[config.mk]
export PLATFORM = sky130hd
export DESIGN_NAME = spin_anneal_top
export DESIGN_NICKNAME = d
export VERILOG_FILES = /design/src/hw/spin_pkg.sv /design/src/hw/anneal_ctrl_pkg.sv /design/src/hw/spin_fifo.sv /design/src/hw/spin_fifo_maintainer.sv /design/src/hw/spin_flip_generator.sv /design/src/hw/spin_magnet_counter.sv /design/src/hw/spin_anneal_top.sv
export VERILOG_INCLUDE_DIRS = /design/src /design/src/hw
export SDC_FILE = /design/constraint.sdc
export NUM_CORES = 1
export LEC_CHECK = 0
export BUFFER_PORTS_ARGS = -buffer_cell sky130_fd_sc_hd__buf_2
export CORE_MARGIN = 4
export CORE_UTILIZATION = 25
export DETAILED_ROUTE_END_ITERATION = 6
export GPL_ROUTABILITY_DRIVEN = 1
export PLACE_DENSITY = 0.46
export SYNTH_ARGS = -nofsm -noshare
export SYNTH_HDL_FRONTEND = slang
export SYNTH_SLANG_ARGS = --single-unit
[constraint.sdc]
create_clock -name clk_i -period 14.45 [get_ports clk_i]
set_clock_uncertainty 0.2 [all_clocks]
set_input_delay 1.445 -clock clk_i [delete_from_list [all_inputs] [get_ports clk_i]]
set_output_delay 1.445 -clock clk_i [all_outputs]
set_load 0.005 [all_outputs]
[src/hw/spin_defs.svh]
`ifndef SPIN_DEFS_SVH
`define SPIN_DEFS_SVH

// Bits per spin vector
// One bit per Ising spin with a set bit for spin up
`define SPIN_WIDTH 16

// Entries in the spin FIFO between generator and counter
`define SPIN_DEPTH 4

// Width of the iteration index and of the iteration count
// Also sets the width of the beat counter in the report
`define ITER_W 8

`endif

[src/hw/spin_pkg.sv]
`include "spin_defs.svh"

package spin_pkg;

    // One spin vector with a set bit for spin up
    typedef logic [`SPIN_WIDTH-1:0] spin_vec_t;

    // Iteration index carried next to each vector
    typedef logic [`ITER_W-1:0] iter_idx_t;

    // Payload through the spin FIFO
    // Consumer sees which annealing step a vector belongs to
    typedef struct packed {
        spin_vec_t spin;
        iter_idx_t iter;
    } spin_beat_t;

    // Popcount of one vector needs one bit more than log2 of the width
    localparam int unsigned POP_W = $clog2(`SPIN_WIDTH + 1);
    typedef logic [POP_W-1:0] pop_cnt_t;

endpackage

[src/hw/anneal_ctrl_pkg.sv]
`include "spin_defs.svh"

package anneal_ctrl_pkg;

    import spin_pkg::*;

    // Host control levels of the anneal path
    typedef struct packed {
        logic en;
        logic flush;
        logic cmpt_en;
        logic host_readout;
    } anneal_ctrl_t;

    // Run configuration sampled by the generator on start
    typedef struct packed {
        spin_vec_t          seed;
        spin_vec_t          flip_mask;
        logic [`ITER_W-1:0] count;
    } anneal_cfg_t;

    // Magnetization report of the consumer
    typedef struct packed {
        pop_cnt_t           last_pop;
        logic [15:0]        sum;
        logic [`ITER_W-1:0] beats;
    } mag_report_t;

endpackage

[src/hw/spin_fifo.sv]
`timescale 1ns/10ps

module spin_fifo #(
    parameter type         payload_t = logic [7:0],
    parameter int unsigned DEPTH     = 4,
    parameter int unsigned PTR_W     = (DEPTH > 1) ? $clog2(DEPTH) : 1,
    parameter int unsigned CNT_W     = $clog2(DEPTH + 1)
) (
    input  logic             clk_i,
    input  logic             rst_n_i,
    input  logic             flush_i,
    input  logic             push_i,
    input  payload_t         data_i,
    input  logic             pop_i,
    output payload_t         data_o,
    output logic             full_o,
    output logic             empty_o,
    output logic [CNT_W-1:0] usage_o
);

    // Entry storage
    payload_t mem [DEPTH];

    logic [PTR_W-1:0] wr_ptr_q;
    logic [PTR_W-1:0] rd_ptr_q;
    logic [CNT_W-1:0] count_q;
    logic             push_ok;
    logic             pop_ok;

    // Pointer step with wrap for depths that are not a power of two
    function automatic logic [PTR_W-1:0] ptr_next(input logic [PTR_W-1:0] ptr);
        if (ptr == PTR_W'(DEPTH - 1)) begin
            return '0;
        end
        return ptr + 1'b1;
    endfunction

    assign full_o  = (count_q == CNT_W'(DEPTH));
    assign empty_o = (count_q == '0);
    assign usage_o = count_q;

    // Overflow and underflow requests are dropped here
    assign push_ok = push_i & ~full_o;
    assign pop_ok  = pop_i & ~empty_o;

    // Head entry comes straight from memory
    assign data_o = mem[rd_ptr_q];

    always_ff @(posedge clk_i) begin
        if (!rst_n_i || flush_i) begin
            // Flush empties the buffer in one cycle
            wr_ptr_q <= '0;
            rd_ptr_q <= '0;
            count_q  <= '0;
        end else begin
            if (push_ok) begin
                wr_ptr_q <= ptr_next(wr_ptr_q);
            end
            if (pop_ok) begin
                rd_ptr_q <= ptr_next(rd_ptr_q);
            end
            // Occupancy holds when push and pop meet
            if (push_ok && !pop_ok) begin
                count_q <= count_q + 1'b1;
            end else if (pop_ok && !push_ok) begin
                count_q <= count_q - 1'b1;
            end
        end
    end

    always_ff @(posedge clk_i) begin
        if (push_ok) begin
            mem[wr_ptr_q] <= data_i;
        end
    end

endmodule

[src/hw/spin_fifo_maintainer.sv]
`timescale 1ns/10ps

module spin_fifo_maintainer
    import spin_pkg::*;
    import anneal_ctrl_pkg::*;
#(
    parameter int unsigned DEPTH = 4,
    parameter int unsigned CNT_W = $clog2(DEPTH + 1)
) (
    input  logic             clk_i,
    input  logic             rst_n_i,
    input  anneal_ctrl_t     ctrl_i,
    input  logic             icon_finish_i,
    input  logic             push_valid_i,
    input  spin_beat_t       push_beat_i,
    output logic             push_ready_o,
    output logic             pop_valid_o,
    output spin_beat_t       pop_beat_o,
    input  logic             pop_ready_i,
    output logic             cmpt_busy_o,
    output logic [CNT_W-1:0] usage_o
);

    logic fifo_full;
    logic fifo_empty;
    logic fifo_push;
    logic fifo_pop;
    logic cmpt_busy_q;
    logic cmpt_stop;
    logic busy_set;
    logic busy_clr;

    // Beat buffer between generator and counter
    spin_fifo #(
        .payload_t (spin_beat_t),
        .DEPTH     (DEPTH),
        .CNT_W     (CNT_W)
    ) u_fifo (
        .clk_i   (clk_i),
        .rst_n_i (rst_n_i),
        .flush_i (ctrl_i.flush),
        .push_i  (fifo_push),
        .data_i  (push_beat_i),
        .pop_i   (fifo_pop),
        .data_o  (pop_beat_o),
        .full_o  (fifo_full),
        .empty_o (fifo_empty),
        .usage_o (usage_o)
    );

    // Generator done and buffer full ends the computation
    assign cmpt_stop = icon_finish_i & fifo_full;

    // Release while computing and not finished, or on host readout
    assign pop_valid_o = ctrl_i.en & ~fifo_empty &
                         ((cmpt_busy_q & ~icon_finish_i) | ctrl_i.host_readout);
    assign fifo_pop    = pop_valid_o & pop_ready_i;

    assign push_ready_o = ~fifo_full & ctrl_i.en;
    assign fifo_push    = push_valid_i & push_ready_o;

    // Clear wins over set in the status register
    assign busy_set = ctrl_i.cmpt_en & ctrl_i.en;
    assign busy_clr = cmpt_stop | ctrl_i.flush;

    always_ff @(posedge clk_i) begin
        if (!rst_n_i || busy_clr) begin
            cmpt_busy_q <= 1'b0;
        end else if (busy_set) begin
            cmpt_busy_q <= 1'b1;
        end
    end

    assign cmpt_busy_o = cmpt_busy_q;

endmodule

[src/hw/spin_flip_generator.sv]
`timescale 1ns/10ps
`include "spin_defs.svh"

module spin_flip_generator
    import spin_pkg::*;
    import anneal_ctrl_pkg::*;
(
    input  logic        clk_i,
    input  logic        rst_n_i,
    input  logic        start_i,
    input  anneal_cfg_t cfg_i,
    output logic        push_valid_o,
    output spin_beat_t  push_beat_o,
    input  logic        push_ready_i,
    output logic        icon_finish_o,
    output logic        busy_o
);

    // Current vector and run settings
    spin_vec_t          vec_q;
    spin_vec_t          mask_q;
    logic [`ITER_W-1:0] count_q;
    iter_idx_t          idx_q;
    iter_idx_t          idx_nxt;
    logic               valid_q;
    logic               finish_q;
    logic               accept;
    logic               last_beat;

    // Rotate left by the amount modulo the vector width
    function automatic spin_vec_t rotl(input spin_vec_t v, input iter_idx_t sh);
        iter_idx_t amt;
        amt = iter_idx_t'(sh % `SPIN_WIDTH);
        return (v << amt) | (v >> (`SPIN_WIDTH - amt));
    endfunction

    assign accept    = valid_q & push_ready_i;
    assign idx_nxt   = idx_q + 1'b1;
    assign last_beat = (idx_q == count_q - 1'b1);

    // Control state
    always_ff @(posedge clk_i) begin
        if (!rst_n_i) begin
            valid_q  <= 1'b0;
            finish_q <= 1'b0;
            idx_q    <= '0;
        end else if (start_i) begin
            // Empty run finishes at once
            idx_q    <= '0;
            valid_q  <= (cfg_i.count != '0);
            finish_q <= (cfg_i.count == '0);
        end else if (accept) begin
            if (last_beat) begin
                valid_q  <= 1'b0;
                finish_q <= 1'b1;
            end else begin
                idx_q <= idx_nxt;
            end
        end
    end

    // Vector steps by the mask rotated by the next index
    always_ff @(posedge clk_i) begin
        if (start_i) begin
            vec_q   <= cfg_i.seed;
            mask_q  <= cfg_i.flip_mask;
            count_q <= cfg_i.count;
        end else if (accept && !last_beat) begin
            vec_q <= vec_q ^ rotl(mask_q, idx_nxt);
        end
    end

    // Beat held stable until accepted
    assign push_valid_o     = valid_q;
    assign push_beat_o.spin = vec_q;
    assign push_beat_o.iter = idx_q;
    assign icon_finish_o    = finish_q;
    assign busy_o           = valid_q;

endmodule

[src/hw/spin_magnet_counter.sv]
`timescale 1ns/10ps

module spin_magnet_counter
    import spin_pkg::*;
    import anneal_ctrl_pkg::*;
(
    input  logic        clk_i,
    input  logic        rst_n_i,
    input  logic        stall_i,
    input  logic        pop_valid_i,
    input  spin_beat_t  pop_beat_i,
    output logic        pop_ready_o,
    output mag_report_t report_o
);

    mag_report_t report_q;
    pop_cnt_t    pop_cnt;
    logic        accept;

    // Number of up spins in one vector
    function automatic pop_cnt_t popcount(input spin_vec_t v);
        pop_cnt_t n;
        n = '0;
        for (int i = 0; i < $bits(spin_vec_t); i++) begin
            n = n + v[i];
        end
        return n;
    endfunction

    // Slow downstream modelled by the stall level
    assign pop_ready_o = ~stall_i;
    assign accept      = pop_valid_i & pop_ready_o;
    assign pop_cnt     = popcount(pop_beat_i.spin);

    // Report survives a flush and clears only on reset
    always_ff @(posedge clk_i) begin
        if (!rst_n_i) begin
            report_q <= '0;
        end else if (accept) begin
            report_q.last_pop <= pop_cnt;
            // Running magnetization sum wraps at 16 bits
            report_q.sum      <= report_q.sum + pop_cnt;
            report_q.beats    <= report_q.beats + 1'b1;
        end
    end

    assign report_o = report_q;

endmodule

[src/hw/spin_anneal_top.sv]
`timescale 1ns/10ps
`include "spin_defs.svh"

module spin_anneal_top
    import spin_pkg::*;
    import anneal_ctrl_pkg::*;
(
    input  logic                                clk_i,
    input  logic                                rst_n_i,
    input  logic                                start_i,
    input  anneal_cfg_t                         cfg_i,
    input  anneal_ctrl_t                        ctrl_i,
    input  logic                                sink_stall_i,
    output logic                                cmpt_busy_o,
    output logic [$clog2(`SPIN_DEPTH + 1)-1:0] fifo_usage_o,
    output logic                                gen_busy_o,
    output mag_report_t                         report_o
);

    // Generator to maintainer
    logic       push_valid;
    spin_beat_t push_beat;
    logic       push_ready;
    logic       icon_finish;

    // Maintainer to counter
    logic       pop_valid;
    spin_beat_t pop_beat;
    logic       pop_ready;

    spin_flip_generator u_gen (
        .clk_i         (clk_i),
        .rst_n_i       (rst_n_i),
        .start_i       (start_i),
        .cfg_i         (cfg_i),
        .push_valid_o  (push_valid),
        .push_beat_o   (push_beat),
        .push_ready_i  (push_ready),
        .icon_finish_o (icon_finish),
        .busy_o        (gen_busy_o)
    );

    spin_fifo_maintainer #(
        .DEPTH (`SPIN_DEPTH)
    ) u_maint (
        .clk_i         (clk_i),
        .rst_n_i       (rst_n_i),
        .ctrl_i        (ctrl_i),
        .icon_finish_i (icon_finish),
        .push_valid_i  (push_valid),
        .push_beat_i   (push_beat),
        .push_ready_o  (push_ready),
        .pop_valid_o   (pop_valid),
        .pop_beat_o    (pop_beat),
        .pop_ready_i   (pop_ready),
        .cmpt_busy_o   (cmpt_busy_o),
        .usage_o       (fifo_usage_o)
    );

    spin_magnet_counter u_mag (
        .clk_i       (clk_i),
        .rst_n_i     (rst_n_i),
        .stall_i     (sink_stall_i),
        .pop_valid_i (pop_valid),
        .pop_beat_i  (pop_beat),
        .pop_ready_o (pop_ready),
        .report_o    (report_o)
    );

endmodule

## Word level (Yosys, flattened, before mapping)

Memory sizes are Yosys's and may differ from the RTL's. A register that Yosys moved wholly into a read port is not among the register bits.
Cells that the tools add are included.

- RAM bits: 96
- Memories kept: 1
- Output and inout port bits: 34
- Logic and storage cells: 107
- Bits of input ports: 48
- Register bits after elaboration: 87

Memories:

| name | words | width | read ports | clocked after memory_dff | wr ports | RTL line | source |
|---|---|---|---|---|---|---|---|
| u_maint.u_fifo.mem | 4 | 24 | 1 | 1 | 1 | spin_fifo.sv:22 | `payload_t mem [DEPTH];` |

- Bitwise logic cells: 20
- Mux-type cells: 24
- Eq/ne operators: 4
- Reductions and logical operators: 19
- Shifts and indexed selects: 2
- Add/sub/neg operators: 24

Operators with widths:

| kind | count |
|---|---|
| adder 5 x 1 -> 5 bit | 14 |
| 2-to-1 mux 16 bit | 2 |
| >> shifter 16 x 32 -> 16 bit | 1 |
| adder 16 x 5 -> 16 bit | 1 |
| adder 8 x 1 -> 8 bit (second input constant) | 2 |
| OR 16 bit | 1 |
| left shift 16 x 4 -> 16 bit | 1 |
| bitwise XOR 16 bit | 1 |
| 2-to-1 mux 1 bit | 14 |
| 2-to-1 mux 2 bit | 6 |
| bitwise AND 1 bit | 10 |
| equality test 8 bit | 1 |
| logical NOT 8 bit | 1 |
| nonzero test 2 bit | 4 |
| nonzero test 8 bit | 1 |
| subtractor 8 x 1 -> 8 bit (second input constant) | 1 |
| 2-to-1 mux 3 bit | 2 |
| NOT 1 bit | 6 |
| subtractor 5 x 4 -> 6 bit (first input constant) | 1 |
| adder 2 x 1 -> 2 bit (second input constant) | 2 |
| equality test 2 bit (second input constant) | 2 |
| logical NOT 1 bit | 4 |
| AND reduction 2 bit | 2 |
| adder 3 x 1 -> 3 bit (second input constant) | 1 |
| 8 further kinds | 12 |

## Depth between registers and ports, before layout

- Depth after elaboration: 16
- Gate-level depth with buffers: 23
- Gate-level depth less buffers: 21

## Cells and area by module

Synthesis repeated with hierarchy kept, for this count alone.

- Cells, all modules: 806
- Area total of the unflattened synthesis: 10118.5 µm²

Modules (own cells, without submodules):

| module | cells each | area an instance (µm²) | seq. area each (µm²) | instances |
|---|---|---|---|---|
| spin_flip_generator | 412 | 4177.8 | 1401.3 | 1 |
| spin_fifo | 176 | 3937.5 | 3062.9 | 1 |
| spin_magnet_counter | 206 | 1899.3 | 580.6 | 1 |
| spin_fifo_maintainer | 12 | 103.8 | 20.0 | 1 |

## Worst setup path after synthesis

Ideal clock, no wire load.

- Path type: register to register
- From: reg (tool-made name)
- To: reg u_mag.report_q, in the netlist u_mag.report_o[15]
- Arrival: 6.586 ns
- Stages on the path, launching flop included: 21
- Period minus slack after synthesis: 6.901 ns
- Buffers on the path: 2
- Slack: 7.549 ns
- Setup time: 0.115 ns
- Required time: 14.135 ns
- Cells stage by stage: dfxtp_1 clkbuf_1 buf_1 mux4_2 ha_1 fa_1 fa_1 fa_1 inv_1 fa_1 fa_1 fa_1 inv_1 ha_1 a21o_1 a21oi_1 o21bai_1 a21oi_1 nor2_1 xor2_1 and2_1

RTL lines:

| item | RTL line | source |
|---|---|---|
| to (decl) | spin_magnet_counter.sv:16 | `mag_report_t report_q;` |

==> results.cfg <==
[worst_setup_path]
worstPathArrival_ns = 6.78
crit_fanout = 16
critPathRequiredTime_ns = 14.57
end_kind = register
cp-start-kind = register
critPathKind = reg -> reg

[logic_synthesis]
synth-edff-count = 104
postSynthAreaPerCell_um2 = 11.7
net_count_after_synthesis = 790
synth_flop_cell = sky130_fd_sc_hd__edfxtp_1
yosysUniqueCellTypes = 66
synth-seq-area-share = 0.492
syn_area_um2 = 8340
synth.ff_latch_count = 153
syn-instance-count = 711
yosysWarningCount = 0
asyncSetResetFlopFracSynth = 0

[grt]
grt_overflow_total = 0
grtUsageTotal = 0.108
pin_count_of_the_biggest_net_entering_global_routing = 41
first_global_vias = 5494
global_route_wire_length_before_repair_um = 31100
antenna_found_initial = 0

[floorplanning]
die_ht_um = 191
core_area_um2 = 32700
die_w_um = 191
rows = 66
full_die_area_um2 = 36400
boundaryPins = 82
starting_density = 0.255

[layout]
n_fill_cell = 3418
count_of_antenna_diodes_in_the_layout = 0
drive_gt1_frac = 0.214
layout.cell_area.non_filler_um2 = 9730
syn_to_final_growth_pct = 16.7
nets = 861

[pwr]
share_clk_of_total_power = 0.392
power.ir.vdd_worst_mv = 0.0757
power.internal_uw = 801
power_switching_uw = 290
pwr_density_cell_nw_per_um2 = 112
p_leak_uw = 0.00353
net_switching_share_of_the_total_power = 0.266
sequentialPowerShare = 0.466
comb_power_share = 0.143

[timing]
worst_slew_pin_slew_ns = 0.865
setup_repair_after_global_routing_missed_its_margin = no
fin_crit_sh = 0.461
slew-limit-headroom = 0.423
total_negative_setup_slacks_ns = 0
timing_max_transition_violations_final = 0
number_of_endpoints_failing_setup_at_the_final_stage = 0
finalCriticalPeriod_ns = 6.65
maxClockFrequency_mhz = 150
setup_ws_ns = 7.80
timing_hold_violations_final = 0

[detailed_routing]
finalWirelength_um = 19300
routedWlPerCell_um = 15.6
detail-route-antenna-nets = 0
vias_per_cell = 4.46
drt_iter0_drc = 277
detail_route.drc_violations = 0
detailedRoute.firstPassIterationCount = 5
via_count = 5523

[clock_tree]
htreeDepth = 4
tritoncts = built
cts_buffer_depth = 2
tritoncts_num_sinks = 153
cts_inserted_buffers = 17
postCtsResizedCells = 0
cts_setup_buffers = 0
hold_bufs_at_cts = 0
clock-root-buffer = sky130_fd_sc_hd__clkbuf_16
clkTransAtPathRegs_ns = 0.07
insertion_delay_ns = 0.42

[placed_design]
gp_routability_congestion = 0.814
postPlaceCellArea_um2 = 9180
placement.io_buffers = 81
detailed_place_hpwl_um = 14200
preCtsSetupSlack_ns = 7.70

[run]
drv.max_cap_violation_count = 0

[hold_path]
hp-class = reg -> reg

[outcome]
run_status = finished clean
-- metrics by stage --
| stage | hold WS, ns | cells | power [uW] | utilization |
|---|---|---|---|---|
| after global placement | 0.254 | 1205 | 675 | 0.281 |
| after floorplan | 0.236 | 711 | 631 | - |
| after global routing | 0.284 | 1237 | 1150 | 0.298 |
| final | 0.265 | 1237 | 1090 | 0.298 |
| after CTS | 0.272 | 1237 | 1110 | 0.298 |
| after detailed placement | 0.263 | 1205 | 676 | 0.281 |
-- power by group through the flow --
stage          clock network, uW  logic, uW  registers [uW]
4_1_cts                      442        159             508
6_report                     428        156             508
3_3_place_gp                   0        157             517
2_1_floorplan                  0        120             511
5_1_grt                      461        180             511
3_5_place_dp                   0        158             518
-- metal layers --
metal	part of all wire	vias to the layer above	GRT usage
li1	-	2733	-
met1	0.47	2692	0.142
met2	0.49	80	0.179
met3	0.028	18	0.0220
met4	0.014	0	0.0323
met5	0	-	0
-- cell usage after synthesis (3+ instances only) --
cell type,count,area (um2)
sky130_fd_sc_hd__edfxtp_1,104,3120
sky130_fd_sc_hd__nand2_1,64,240
sky130_fd_sc_hd__dfxtp_1,49,981
sky130_fd_sc_hd__xnor2_1,39,342
sky130_fd_sc_hd__inv_1,38,143
sky130_fd_sc_hd__nor2_1,36,135
sky130_fd_sc_hd__mux2i_1,31,310
sky130_fd_sc_hd__a21oi_1,29,145
sky130_fd_sc_hd__o21ai_0,28,140
sky130_fd_sc_hd__mux4_2,24,541
sky130_fd_sc_hd__and2_1,19,119
sky130_fd_sc_hd__clkbuf_1,19,71.3
sky130_fd_sc_hd__ha_1,19,238
sky130_fd_sc_hd__xor2_1,16,140
sky130_fd_sc_hd__mux2_2,15,169
sky130_fd_sc_hd__nor3_1,13,65.1
sky130_fd_sc_hd__a21boi_0,12,90.1
sky130_fd_sc_hd__fa_1,12,240
sky130_fd_sc_hd__or3_1,10,62.6
sky130_fd_sc_hd__nand2b_1,9,56.3
sky130_fd_sc_hd__and3_1,8,50.1
sky130_fd_sc_hd__nand3_1,7,35.0
sky130_fd_sc_hd__o221ai_1,7,61.3
sky130_fd_sc_hd__buf_2,6,30.0
sky130_fd_sc_hd__buf_4,6,45.0
sky130_fd_sc_hd__o211ai_1,6,45.0
sky130_fd_sc_hd__a211oi_1,5,37.5
sky130_fd_sc_hd__nand4_1,5,31.3
sky130_fd_sc_hd__nor2b_1,5,31.3
sky130_fd_sc_hd__o21bai_1,5,37.5
sky130_fd_sc_hd__buf_1,4,15.0
sky130_fd_sc_hd__o211a_1,4,40.0
sky130_fd_sc_hd__o21ai_1,4,20.0
sky130_fd_sc_hd__a21o_1,3,22.5
sky130_fd_sc_hd__a31oi_1,3,18.8
sky130_fd_sc_hd__nor3b_1,3,22.5
sky130_fd_sc_hd__o31ai_1,3,22.5
sky130_fd_sc_hd__or4_1,3,22.5
-- critical path: stages (launching register included) --
cell and delay (ns):
sky130_fd_sc_hd__dfxtp_1 0.80, sky130_fd_sc_hd__mux4_2 0.41, sky130_fd_sc_hd__ha_1 0.32, sky130_fd_sc_hd__fa_1 0.51, sky130_fd_sc_hd__fa_1 0.52, sky130_fd_sc_hd__fa_1 0.55, sky130_fd_sc_hd__inv_1 0.05, sky130_fd_sc_hd__fa_1 0.50
sky130_fd_sc_hd__fa_1 0.47, sky130_fd_sc_hd__fa_1 0.51, sky130_fd_sc_hd__inv_1 0.08, sky130_fd_sc_hd__ha_1 0.27, sky130_fd_sc_hd__a21o_1 0.15, sky130_fd_sc_hd__a21oi_1 0.22, sky130_fd_sc_hd__o21bai_1 0.10, sky130_fd_sc_hd__a21oi_1 0.47
sky130_fd_sc_hd__nor2_1 0.12, sky130_fd_sc_hd__xor2_1 0.16, sky130_fd_sc_hd__and2_1 0.15
-- flip-flops by register name, summed over array words and instances (netlist names), named ones only --
| register | count |
|---|---|
| u_gen.busy_o | 1 |
| u_gen.count_q | 8 |
| u_gen.icon_finish_o | 1 |
| u_gen.idx_q | 8 |
| u_gen.mask_q | 16 |
| u_gen.vec_q | 16 |
| u_mag.report_o | 29 |
| u_maint.cmpt_busy_o | 1 |
| u_maint.u_fifo.mem | 64 |
| u_maint.u_fifo.rd_ptr_q | 2 |
| u_maint.u_fifo.usage_o | 3 |
| u_maint.u_fifo.wr_ptr_q | 2 |
-- cells by family (layout without fill, tap and decap cells) --
kind of cell    after synthesis  count (layout)  synth area share
flops                       153             153             0.492
xor+xnor                     55              55            0.0577
buf+inv                      77             161            0.0400
mux                          70              70             0.122
simple gates                197             197             0.122
compound gates              128             128             0.109
fa+ha+maj                    31              31            0.0573
-- placed cells by master (no fill, tap or decap), types with 4 or more instances in the layout --
| cell | Yosys | layout |
|---|---|---|
| sky130_fd_sc_hd__a211oi_1 | 5 | 5 |
| sky130_fd_sc_hd__a21boi_0 | 12 | 12 |
| sky130_fd_sc_hd__a21oi_1 | 29 | 29 |
| sky130_fd_sc_hd__and2_1 | 19 | 19 |
| sky130_fd_sc_hd__and3_1 | 8 | 8 |
| sky130_fd_sc_hd__buf_2 | 6 | 81 |
| sky130_fd_sc_hd__buf_4 | 6 | 8 |
| sky130_fd_sc_hd__clkbuf_16 | 0 | 17 |
| sky130_fd_sc_hd__clkinvlp_4 | 0 | 4 |
| sky130_fd_sc_hd__dfxtp_1 | 49 | 49 |
| sky130_fd_sc_hd__edfxtp_1 | 104 | 104 |
| sky130_fd_sc_hd__fa_1 | 12 | 12 |
| sky130_fd_sc_hd__ha_1 | 19 | 19 |
| sky130_fd_sc_hd__inv_1 | 38 | 38 |
| sky130_fd_sc_hd__mux2_2 | 15 | 15 |
| sky130_fd_sc_hd__mux2i_1 | 31 | 31 |
| sky130_fd_sc_hd__mux4_2 | 24 | 24 |
| sky130_fd_sc_hd__nand2_1 | 64 | 64 |
| sky130_fd_sc_hd__nand2b_1 | 9 | 9 |
| sky130_fd_sc_hd__nand3_1 | 7 | 7 |
| sky130_fd_sc_hd__nand4_1 | 5 | 5 |
| sky130_fd_sc_hd__nor2_1 | 36 | 36 |
| sky130_fd_sc_hd__nor2b_1 | 5 | 5 |
| sky130_fd_sc_hd__nor3_1 | 13 | 13 |
| sky130_fd_sc_hd__o211a_1 | 4 | 4 |
| sky130_fd_sc_hd__o211ai_1 | 6 | 6 |
| sky130_fd_sc_hd__o21ai_0 | 28 | 28 |
| sky130_fd_sc_hd__o21ai_1 | 4 | 4 |
| sky130_fd_sc_hd__o21bai_1 | 5 | 5 |
| sky130_fd_sc_hd__o221ai_1 | 7 | 7 |
| sky130_fd_sc_hd__or3_1 | 10 | 10 |
| sky130_fd_sc_hd__xnor2_1 | 39 | 39 |
| sky130_fd_sc_hd__xor2_1 | 16 | 16 |
-- final cells by class --
| cell class | instances | area, um2 | area share |
|---|---|---|---|
| Clock buffer | 20 | 437 | 0.0449 |
| Clock inverter | 12 | 119 | 0.0122 |
| Inverter | 40 | 150 | 0.0154 |
| Multi-Input combinational cell | 481 | 3900 | 0.401 |
| Sequential cell | 153 | 4100 | 0.422 |
| Tap cell | 442 | 553 | 0.0568 |
| Timing Repair Buffer | 89 | 465 | 0.0478 |
-- path summary, 6_finish.rpt --
check	depth (start not counted)	slack (ns)	start	endpoint
worst max-delay path	18	7.80	register	u_mag.report_o[15]$_SDFFE_PN0P_
worst min-delay path	2	0.27	u_mag.report_o[26]$_SDFFE_PN0P_	u_mag.report_o[26]$_SDFFE_PN0P_
worst min register to register	2	0.27	u_mag.report_o[26]$_SDFFE_PN0P_	u_mag.report_o[26]$_SDFFE_PN0P_
worst max register to register	18	7.80	register	u_mag.report_o[15]$_SDFFE_PN0P_
Power figures use the tool's default switching activity.
